**src/design/normal_loop_ctrl.sv**
```systemverilog
// Normal-loop sequencer: issues the FIFO command once per start
// and waits until every tracker reports its FIFOs done.

`default_nettype none

module normal_loop_ctrl #(
    parameter int unsigned NUM_FIFO = 32
) (
    input  logic                clk,
    input  logic                rst_n,
    input  logic                start_i,
    input  logic [NUM_FIFO-1:0] ifmap_done_i,
    input  logic [NUM_FIFO-1:0] ipsum_done_i,
    input  logic [NUM_FIFO-1:0] opsum_done_i,
    output logic                cmd_valid_o,
    output logic                loop_done_o
);
    typedef enum logic [1:0] {
        IDLE,
        SET_NUM,
        WAIT_DONE,
        DONE
    } state_e;

    state_e state_q;
    state_e state_d;
    logic   all_done;

    assign all_done = (&ifmap_done_i) & (&ipsum_done_i) & (&opsum_done_i);

    // ==============================
    // state register and next state
    // ==============================
    always_ff @(posedge clk or negedge rst_n) begin
        if (!rst_n) begin
            state_q <= IDLE;
        end else begin
            state_q <= state_d;
        end
    end

    always_comb begin
        state_d = state_q;
        case (state_q)
            IDLE:      if (start_i) state_d = SET_NUM;    // start ignored elsewhere
            SET_NUM:   state_d = WAIT_DONE;               // trackers load here
            WAIT_DONE: if (all_done) state_d = DONE;
            DONE:      state_d = IDLE;
            default:   state_d = IDLE;
        endcase
    end

    assign cmd_valid_o = (state_q == SET_NUM);
    assign loop_done_o = (state_q == DONE);

    cmd_valid_pulse_a: assert property (@(posedge clk) disable iff (!rst_n)
        cmd_valid_o |=> !cmd_valid_o);
    loop_done_pulse_a: assert property (@(posedge clk) disable iff (!rst_n)
        loop_done_o |=> !loop_done_o);
    cmd_done_excl_a: assert property (@(posedge clk) disable iff (!rst_n)
        !(cmd_valid_o && loop_done_o));

endmodule

`default_nettype wire

```
**config.mk**
```make
export PLATFORM = sky130hd
export DESIGN_NAME = normal_loop_ctrl
export DESIGN_NICKNAME = d
export VERILOG_FILES = /design/src/design/normal_loop_ctrl.sv
export SDC_FILE = /design/constraint.sdc
export NUM_CORES = 1
export LEC_CHECK = 0
export BUFFER_PORTS_ARGS = -buffer_cell sky130_fd_sc_hd__buf_4
export CAP_MARGIN = 20
export CORE_MARGIN = 4
export CORE_UTILIZATION = 22
export DETAILED_ROUTE_END_ITERATION = 8
export GPL_TIMING_DRIVEN = 0
export PLACE_DENSITY = 0.84
export SYNTH_ARGS = -nofsm -noshare
export SYNTH_HDL_FRONTEND = slang
export SYNTH_SLANG_ARGS = --single-unit
```
**constraint.sdc**
```tcl
create_clock -name clk -period 2 [get_ports clk]
set_input_delay 0.1 -clock clk [delete_from_list [all_inputs] [get_ports clk]]
set_output_delay 0.1 -clock clk [all_outputs]
set_load 0.05 [all_outputs]
```
* After elaboration in Yosys (flattened, before gate mapping) *
Cells that the tools add are included.

word-level totals
  register bits = 2
  input bits = 99
  output and inout bits = 2
  word-level logic and storage cells = 16

cells by class
  equality and inequality tests = 5
  multiplexer cells = 3
  bitwise gates (word level) = 2
  reductions and logical operators = 5

operator list
  operator            count
  $reduce_and 32->1   3
  $pmux 2 s4          1
  $eq 2x2->1 const B  2
  $mux 2              2
  $ne 2x2->1 const B  2
  $and 1x1->1         2
  $eq 2x1->1 const B  1
  $logic_not 2->1     1
  $reduce_and 2->1    1

* Depth between registers and ports, before layout *
  depth after elaboration = 5
  mapped depth = 6
  depth with buffers taken out = 6

* Worst setup path before layout *
OpenSTA, ideal clock, no wires.

  path kind = reg-to-reg
  start = register state_q[1]
  end = register state_q[1]
  library setup time = 0.087 ns
  arrival = 1.222 ns
  data required time = 1.913 ns
  setup slack = 0.691 ns
  cell stages (with the launch flop) = 7
  path buffers = 0
  clock period less this slack = 1.309 ns
  path through = dfrtp_1 inv_1 ha_1 nand2b_1 nand4_1 mux2_4 o2111ai_2

between the ends
  word-level cells in the longest chain between the ends = 3
  elaborated cells on any way between the ends = 8
  classes of those cells = eq/ne (5); mux (1); reduce/logical (2)

RTL lines
  what                                           line  RTL
  from (decl)                                    25    state_e state_q;
  from (signal assigned)                         38    state_q <= state_d;
  $eq 2x2->1 or $logic_not 2->1 (tied branches)  44    case (state_q)
  $ne 2x2->1 (no line)                           -
  $reduce_and 2->1 (no line)                     -

Parallel ways exist; a longest one is shown, timed or not.
A chain may end at the register's enable or synchronous reset.

* Worst setup path in the final report *
Same ends and word-level chain as after synthesis.

==> out/results.txt <==
outcome: finished, final reports clean
max FFs per register: 2
Worst EP arrival: 1.56 ns
reg-to-reg startpoint: state_q[1]
Final Hold Viols: 0
Longest Clk Path Bufs: 2
Main synth FF type: dfrtp_1
reg2reg setup slack: 0.57 ns
largest family of logic cells by synthesized area: simple AND/OR/NAND/NOR gates
CP endpoint kind: flip-flop
Routed Wire Length: 2.303 mm
largest net degree at the start of global routing: 6
sequential cell area: 50.05 µm²
register area share after synthesis: 12.86%
GRT Total Usage: 18.67%
synth cell count leaders: nand4_1, nor4_1, ha_1
Leakage: 0.6086 nW
worst-path fanout max: 5
IO buf count: 100
top-count cell post-synth: nand4_1
Die H: 50.06 µm
global route overflow: 0
async set-reset flop share out of synthesis: 100.0%
WS Path Type: reg -> reg
mean area per synthesized cell: 7.941 µm²
post-synthesis xor/xnor area fraction: 0%
Starting Density: 24.41%
Most flops, register: state_q
Compound-Gate Fraction of Synth Area: 8.682%
Rel. slew slack: 72.02%
CP required: 2.14 ns
worst min path class: in -> async
synthesized flop and latch total: 2
post-synthesis cell area: 389.1 µm²
Synth Net Count: 152
Pre-antenna DRT Iters: 4
Mapped Cells: 49
leading post-synthesis cells by cell area: nand4_1, dfrtp_1, ha_1, nor4_1, mux2_4
post-synthesis adder-cell area fraction: 12.86%
Area growth syn-to-layout: 209.0%
Startpoint Class: flip-flop
unrepaired setup endpoints after global routing: no
Max Cap Viol: 0
Row Count: 14
Worst R2R Path Depth: 6
first-pass GRT wire length: 3.677 mm
initial drt markers: 12
# DRC: 0
IO Count: 101
initial antenna violation count: 0
EDFF count, synth: 0
layout cells sized above 1: 69.28%
DR WL/cell: 13.01 µm
setup violators final: 0
Filler cells: 129
f_max: 701.0 MHz
gp weighted congestion: 0.7561
post-synth top area share: 41.80%
die area: 2506 µm²
Vias/cell: 4.864
Core ar.: 1594 µm²
final setup margin: 0.5735 ns
Worst R2R End: state_q[1]
CTS tree: yes
post-synth cell types: 14
Max H-tree Level: 1
Clk Latency, worst-skew pair: 0.22 ns
multiplexer area fraction after synthesis: 3.859%
clock sinks: 2
Num CTS Buffers: 3
Post-CTS Resized: 0
total power: 284.1 µW
via count: 861
simple-gate portion of the synthesized area: 59.81%
CTS root buffer: clkbuf_4
minimum clock period: 1.426 ns
NumNets Final: 258
setup TNS: 0 ns
DP Worst Slack: 0.5632 ns
clk slew on worst S/H paths: 0.03 ns
cell taking the most area after synthesis: nand4_1
PD cells: 236.3 nW/µm²
area taken by multi-input logic gates: 331.6 µm²
max-slew violations: 0
Die X: 50.06 µm
vias in the first global route: 962
diode count: 0
peak supply drop: 0.1469 mV
Final Skew: 0.002841 ns
DRT antenna net count: 0
measured slew at the worst slew-check pin: 0.4159 ns
Largest regs: state_q x2
fin crit share: 71.32%
Yosys Warn Count: 0
[cells in the final DEF, fill, tap and decap left out]
cell / count
nand4_1: 26
inv_1: 2
mux2_4: 1
ha_1: 4
nand3b_1: 1
buf_4: 100
dfrtp_1: 2
nand2b_1: 1
clkbuf_4: 3
dlygate4sd3_1: 1
nand3_1: 1
nor4_2: 1
nand2_1: 2
o211ai_1: 1
o221a_1: 1
nor4_1: 5
o2111ai_2: 1
[per-layer routing]
metal	vias up	track usage [%]	wire, µm
li1	429	-	-
met1	370	17.47	739
met2	56	37.17	1277
met3	6	4.518	243
met4	0	7.834	42
met5	-	0	0
[worst max-delay path by stage]
| stage | startpoint | to | slack (ns) | cells after the start |
|---|---|---|---|---|
| finish | state_q[1] | state_q[1] | 0.57 | 6 |
| global route | state_q[1] | state_q[1] | 0.44 | 6 |
| CTS | state_q[1] | state_q[1] | 0.56 | 6 |
| detailed placement | state_q[1] | state_q[1] | 0.56 | 6 |
| global placement | state_q[1] | state_q[1] | 0.59 | 6 |
| floorplan | state_q[1] | state_q[1] | 0.69 | 6 |
[cells by family after synthesis]
group | Yosys count
fa+ha+maj | 4
simple gates | 37
flops | 2
buf+inv | 2
compound gates | 3
mux | 1
[power breakdown]
group	switching (mW)	internal (mW)
Sequential	0.00000241	0.0408
Clock	0.0224	0.0661
Combinational	0.0299	0.125
Total	0.0522	0.232
[final cells by class]
class / instances / share of cell area (%)
timing repair buffer: 101 / 63.27
multi-input combinational: 45 / 27.58
sequential: 2 / 4.162
tap: 24 / 2.497
clock buffer: 3 / 1.873
inverter: 2 / 0.6244
[through the flow]
step                instance area, µm²  instances  hold WS, ns  utilization, %
floorplan                        389.1         49      -0.1956               -
global placement                  1170        173      -0.1179           73.39
detailed placement                1170        173      -0.1174           73.39
CTS                               1202        177       0.1924           75.43
global route                      1202        177       0.1970           75.43
finish                            1202        177       0.1965           75.43
[worst max-delay path, stage by stage, from the launching register on]
cell       delay [ns]
dfrtp_1          0.41
inv_1            0.11
ha_1             0.20
nand2b_1         0.15
nand4_1          0.11
mux2_4           0.29
o2111ai_2        0.08
[what timing repair did]
item                      CTS  global route
buffers inserted            0             0
hold endpoints to repair    2             0
hold buffers                1             0
Power figures use the tool's default switching activity.
