`src/design/nl_pkg.sv`:
```
// Shared types for the L2 controller normal-loop stage.
// Import into a module body, use scoped names in port lists.

`default_nettype none

package nl_pkg;

    // ==============================
    // size limits
    // ==============================
    localparam int unsigned MAX_FIFO = 32; // widest command mask
    localparam int unsigned CNT_W    = 32; // every pop/push count

    typedef logic [CNT_W-1:0]    cnt_t;       // per-FIFO pop or push count
    typedef logic [MAX_FIFO-1:0] fifo_mask_t; // one enable bit per FIFO

    // ==============================
    // layer description
    // ==============================
    typedef enum logic [1:0] {
        LAYER_POINTWISE = 2'd0,
        LAYER_DEPTHWISE = 2'd1,
        LAYER_STANDARD  = 2'd2,
        LAYER_LINEAR    = 2'd3
    } layer_type_e;

    typedef struct packed {
        layer_type_e layer_type;
        logic [7:0]  ic_real;  // active input channels
        logic [7:0]  oc_real;  // active output channels
        logic [31:0] tile_n;   // tiles in this pass
        logic [31:0] on_real;  // output rows to produce
        logic [7:0]  in_c;     // input row width
        logic [1:0]  pad_r;    // right padding
        logic [1:0]  pad_l;    // left padding
        logic [7:0]  out_c;    // output row width
    } layer_cfg_t;

endpackage

`default_nettype wire

```
`src/design/fifo_txn_tracker.sv`:
```
// Tracks the outstanding pops or pushes of one FIFO kind.
// Loads mask and counts with the command, counts down on strobes.

`default_nettype none

module fifo_txn_tracker #(
    parameter int unsigned NUM_FIFO = 32
) (
    input  logic                clk,
    input  logic                rst_n,
    input  logic                load_i,
    input  nl_pkg::fifo_mask_t  mask_i,
    input  nl_pkg::cnt_t        cnt_i [NUM_FIFO],
    input  logic [NUM_FIFO-1:0] strobe_i,
    output logic [NUM_FIFO-1:0] done_o
);
    import nl_pkg::*;

    logic [NUM_FIFO-1:0] en_q;           // FIFO taking part in this layer
    cnt_t                rem_q [NUM_FIFO]; // transfers still owed

    // ==============================
    // per-FIFO counters
    // ==============================
    for (genvar k = 0; k < NUM_FIFO; k++) begin : g_fifo
        logic hit; // strobe that consumes a count

        assign hit = strobe_i[k] & en_q[k] & (rem_q[k] != '0);

        always_ff @(posedge clk or negedge rst_n) begin
            if (!rst_n) begin
                en_q[k]  <= 1'b0;
                rem_q[k] <= '0;
            end else if (load_i) begin
                en_q[k]  <= mask_i[k]; // strobes in the load cycle are dropped
                rem_q[k] <= cnt_i[k];
            end else if (hit) begin
                rem_q[k] <= rem_q[k] - cnt_t'(1);
            end
        end

        assign done_o[k] = ~en_q[k] | (rem_q[k] == '0);

        // the FIFO side pushed or popped more often than commanded
        over_strobe_a: assert property (@(posedge clk) disable iff (!rst_n)
            (strobe_i[k] && en_q[k] && !load_i) |-> (rem_q[k] != '0));
    end

endmodule

`default_nettype wire

```
`config.mk`:
```
export PLATFORM = sky130hd
export DESIGN_NAME = fifo_txn_tracker
export DESIGN_NICKNAME = d
export VERILOG_FILES = /design/src/design/nl_pkg.sv /design/src/design/fifo_txn_tracker.sv
export SDC_FILE = /design/constraint.sdc
export NUM_CORES = 2
export LEC_CHECK = 0
export BUFFER_PORTS_ARGS = -buffer_cell sky130_fd_sc_hd__clkbuf_2
export CORE_AREA = 2 2 440 442
export DETAILED_ROUTE_END_ITERATION = 10
export DIE_AREA = 0 0 442 444
export PLACE_DENSITY_LB_ADDON = 0.2
export SLEW_MARGIN = 20
export SYNTH_ARGS = -nofsm -noshare
export SYNTH_HDL_FRONTEND = slang
export SYNTH_SLANG_ARGS = --single-unit
```
`constraint.sdc`:
```
create_clock -name clk -period 2.9 [get_ports clk]
set_clock_uncertainty 0.05 [all_clocks]
set_input_delay 0.29 -clock clk [delete_from_list [all_inputs] [get_ports clk]]
set_output_delay 0.29 -clock clk [all_outputs]
set_load 0.03 [all_outputs]
```
# [Yosys cells after proc, flatten, opt, wreduce, memory -nomap -nowiden]
# Cells that the tools add are included.
[totals] reg_bits=1056 mem_count=0 mem_bits_ro=0 ramBits=0 out_inout_bits=32 elab_cells=384 latchBits=0 in_bits=1091
[classes] n_mul=0 div_mod_pow=0 n_lt_le_gt_ge=0 n_shift=0 reduce_logical=96 n_eq_ne=0 bitwise_logic=128 mux=64 add_sub_neg=32
[ops] op="$mux W32" count=64
[ops] op="$logic_not A32 Y1" count=32
[ops] op="$reduce_bool A32 Y1" count=32
[ops] op="$sub A32 B1 Y32 const B" count=32
[ops] op="$and A1 B1 Y1" count=64
[ops] op="$reduce_bool A2 Y1" count=32
[ops] op="$not A1 Y1" count=32
[ops] op="$or A1 B1 Y1" count=32

# [Logic depth before layout (Yosys ltp)]
[depth] depth_word=4 mapped_depth=11 depth_no_buf=7

# [Worst setup path before layout]
# No wires, ideal clock.
[synth_path] path_type="reg2out" start="reg rem_q[876] (netlist name)" end="out done_o[4]" arrival_time_ns=2.730 stages_incl_launch_ff=6 t_required_ns=2.560 n_path_buf=2 setup_slack_ns=-0.170 path_cell_list="dfrtp_1 > or4_1 > clkbuf_1 > or4_1 > clkbuf_1 > o41ai_1"
[synth_via] elab_chain_len=2
[synth_rtl] element="start, declared" line_no="fifo_txn_tracker.sv:20" source="cnt_t rem_q [NUM_FIFO];"
[synth_rtl] element="start signal, assigned by index" line_no="fifo_txn_tracker.sv:36" source="rem_q[k] <= cnt_i[k];"
[synth_rtl] element="start signal, assigned by index" line_no="fifo_txn_tracker.sv:38" source="rem_q[k] <= rem_q[k] - cnt_t'(1);"
[synth_rtl] element="$logic_not A32 Y1" line_no="fifo_txn_tracker.sv:42" source="assign done_o[k] = ~en_q[k] | (rem_q[k] == '0);"
[synth_rtl] element="$or A1 B1 Y1" line_no="fifo_txn_tracker.sv:42"
[synth_rtl] element="end, declared" line_no="fifo_txn_tracker.sv:15" source="output logic [NUM_FIFO-1:0] done_o"
# Every way passes these cells.

# [Final worst setup path]
[layout_path] start="reg rem_q[481] (netlist name)" end="out done_o[16]"
# Same word-level chain as after synthesis.

==> results.txt <==
Total gr overflow: 0
Fraction of layout cells with a size suffix above 1: 24.3%
#FFs+latches synth: 1056
Least-Margin Pin Slew: 1.05 ns
Achievable Freq: 311 MHz
Worst setup SP type: register
Syn Nets: 8827
Largest net degree at the start of global routing: 137
Core Area: 192000 sq um
Post-DP Area: 76400 sq um
Initial antenna violation count: 141
EDFF count, synth: 0
Post-synthesis cell type count: 93
Multiplexer share of the synthesized area: 1.42%
Worst setup EP type: output pin
Worst VDD drop: 0.522 mV
Cell Count Post-Placement: 11306
Clk slew on worst S/H paths: 0.07 ns
Setup violations, final: 15
Failing checks: negative setup slack
Die width: 442 um
CTS root buffer: clkbuf_16
Finished Cell Area: 96200 sq um
Vias: 75645
Buffers on Ports: 1122
Mean Syn Cell Area: 8.52 sq um
Final period util: 111%
Post-Syn Instances: 7704
HPWL Detailed: 205 mm
Post-synthesis sequential area ratio: 40.3%
Wirelength per Cell: 21.9 um
Fill count: 17801
Ys async rst share: 100%
Rel. slew slack: 29.2%
R2R setup slack: 0.08 ns
Hold Vio Cnt, Final: 0
First-pass GRT wire length: 434 mm
Vias in the first global route: 73545
Setup WS pre-CTS: 0.0613 ns
Drt initial violations: 6366
Post-synthesis xor/xnor area fraction: 3.34%
Unrepaired setup endpoints after global routing: yes
IO Count: 1123
ANT nets after route: 0
Worst-path maximum fanout: 2
Aggregate global-route resource usage: 27.7%
Leakage power: 37.8 nW
Critical path class: reg -> out
RD Place Congestion: 0.980
Layout area overhead: 46.6%
Mapped Area: 65600 sq um
TritonCTS clock tree: done
Detailed Route WL: 285 mm
PwrDens: 459 nW/um^2
Die ar.: 196000 sq um
Max Cap Violations: 0
Largest family of logic cells by synthesized area: simple AND/OR/NAND/NOR gates
Area share of and/or/nand/nor cells after synthesis: 31.0%
Clock Latency Late Sink: 0.80 ns
Die height: 444 um
Slew Viols, Final: 0
Data required, critical path: 2.56 ns
TritonCTS buffer count: 136
Final core utilization: 50.2%
Post-Synth Adder-Cell Area: 0.610%
Vias per Instance: 5.82
Hold WC Path Type: in -> async
Final WS setup: -0.314 ns
Fin cells: 13002
H-tree levels: 4
Max clock buf depth: 3
Minimum clock period: 3.21 ns
Synth Flop Type: dfrtp_1
Row count: 161
Worst EP arrival: 2.87 ns
DR pass1 iterations: 6
CTS Sinks: 1056
Ys Warns: 0
Status: finished, violations left
Post-route DRC: 0
Post-synthesis compound-gate area fraction: 19.6%
Nets: 11364
Starting Density: 34.3%
cells in the final DEF, fill, tap and decap left out, types with 48 or more instances in the layout:
cell type and count:
or2_2 75, buf_12 48, clkbuf_2 1088, dfrtp_1 1041, o311ai_0 95, inv_1 151
clkbuf_16 141, nand3_1 351, a21oi_1 71, xor2_1 75, a31oi_1 462, nor4_1 165
o21ai_0 415, xnor2_1 175, o31ai_1 199, dlygate4sd3_1 1105, buf_4 572, diode_2 129
o41ai_1 85, nor3_1 212, nor2_1 763, o211ai_1 142, nand2_1 756, mux2_2 63
or4_4 71, or3_1 313, or4_1 372, nand4_1 199
where the power goes:
group | switching [mW] | internal (mW) | total (mW) | leakage (nW)
Sequential | 1.74 | 16.1 | 17.9 | 12.3
Combinational | 4.31 | 4.14 | 8.45 | 23.2
Clock | 7.26 | 10.6 | 17.9 | 2.28
Total | 13.3 | 30.9 | 44.2 | 37.8
cells by family after synthesis:
family,after synthesis
multiplexers,85
flip-flops,1056
AO/OA/AOI/OAI,1849
adder cells (fa/ha/maj),32
AND/OR/NAND/NOR,3792
buffers and inverters,640
XOR/XNOR,250
area by class of cell:
class	instances	area (sq um)	area share, %
multi-input combinational	6008	38600	40.1
sequential	1056	26400	27.5
timing repair buffer	2859	22400	23.3
clock buffer	190	3960	4.11
tap	2526	3160	3.28
inverter	180	683	0.710
clock inverter	54	662	0.688
antenna	129	323	0.335
path summary, 6_finish.rpt:
path                             startpoint         end  depth (start not counted)
worst min register to register    rem_q[63]   rem_q[63]                          1
min in group clk                strobe_i[3]  rem_q[900]                          5
max in group asynchronous             rst_n  rem_q[984]                          3
worst min-delay path                  rst_n  rem_q[507]                          2
worst max-delay path             rem_q[481]  done_o[16]                          7
worst max register to register   rem_q[634]  rem_q[635]                         13
state kept, by name, indices dropped and copies added, names as in the netlist:
name / flops
rem_q: 1024
en_q: 32
critical path, cell delays in order (launching register included):
cell	delay (ns)
dfrtp_1	0.39
inv_2	0.09
ha_4	0.12
or4b_4	0.46
or3_4	0.34
or4_4	0.45
nand2_4	0.09
buf_12	0.14
cells in the mapped netlist (all sizes together), types with 18 or more instances:
cell     number  area [sq um]
nand4b       44           385
o41ai        87           769
a2bb2oi      27           236
or2          80           500
inv         179           672
nor4        235          1610
nand3       362          1810
nand4       199          1240
o31a         25           219
o311ai       99           867
nand3b       38           285
mux2i        22           220
xor2         75           657
a31oi       464          2900
nor4b        26           246
xnor2       175          1530
nor2        772          2900
nand2       778          2920
or4         444          3350
or4b         39           390
a31o         20           175
dfrtp      1056         26400
a21oi        71           355
o31ai       211          1610
a2111oi      40           369
buf          49           255
a211oi       21           158
a311o        44           442
a211o        31           273
mux2         63           709
clkbuf      411          1540
o211ai      142          1070
a311oi       26           228
nand2b       48           300
o21ai       420          2100
and3         38           238
and4         18           158
and2         50           313
or3         325          2030
ha           32           400
nor3        238          1200
per-stage QoR:
step | hold slack, ns | power [mW] | setup TNS, ns
after detailed placement | 0.253 | 24.3 | 0
after CTS | 0.00114 | 44.2 | -3.16
final | 0.0343 | 44.2 | -1.70
after global placement | 0.254 | 24.1 | 0
after floorplan | -0.0556 | 21.2 | 0
after global routing | 0.0297 | 46.1 | -3.86
timing repair:
action	in CTS	in global routing
resized for setup	335	163
setup buffers	159	60
hold endpoints to repair	1418	0
hold buffers	1105	0
pin swaps	101	55
setup endpoints to repair	32	67
gates cloned	0	2
layer usage:
layer / vias up / GRT usage, % / part of all wire, %
met3: 886 / 4.53 / 6.0
met5: - / 0 / 0.048
li1: 34895 / - / -
met2: 3129 / 44.5 / 46
met4: 22 / 17.1 / 6.5
met1: 36713 / 34.8 / 41
Power figures use the tool's default switching activity.
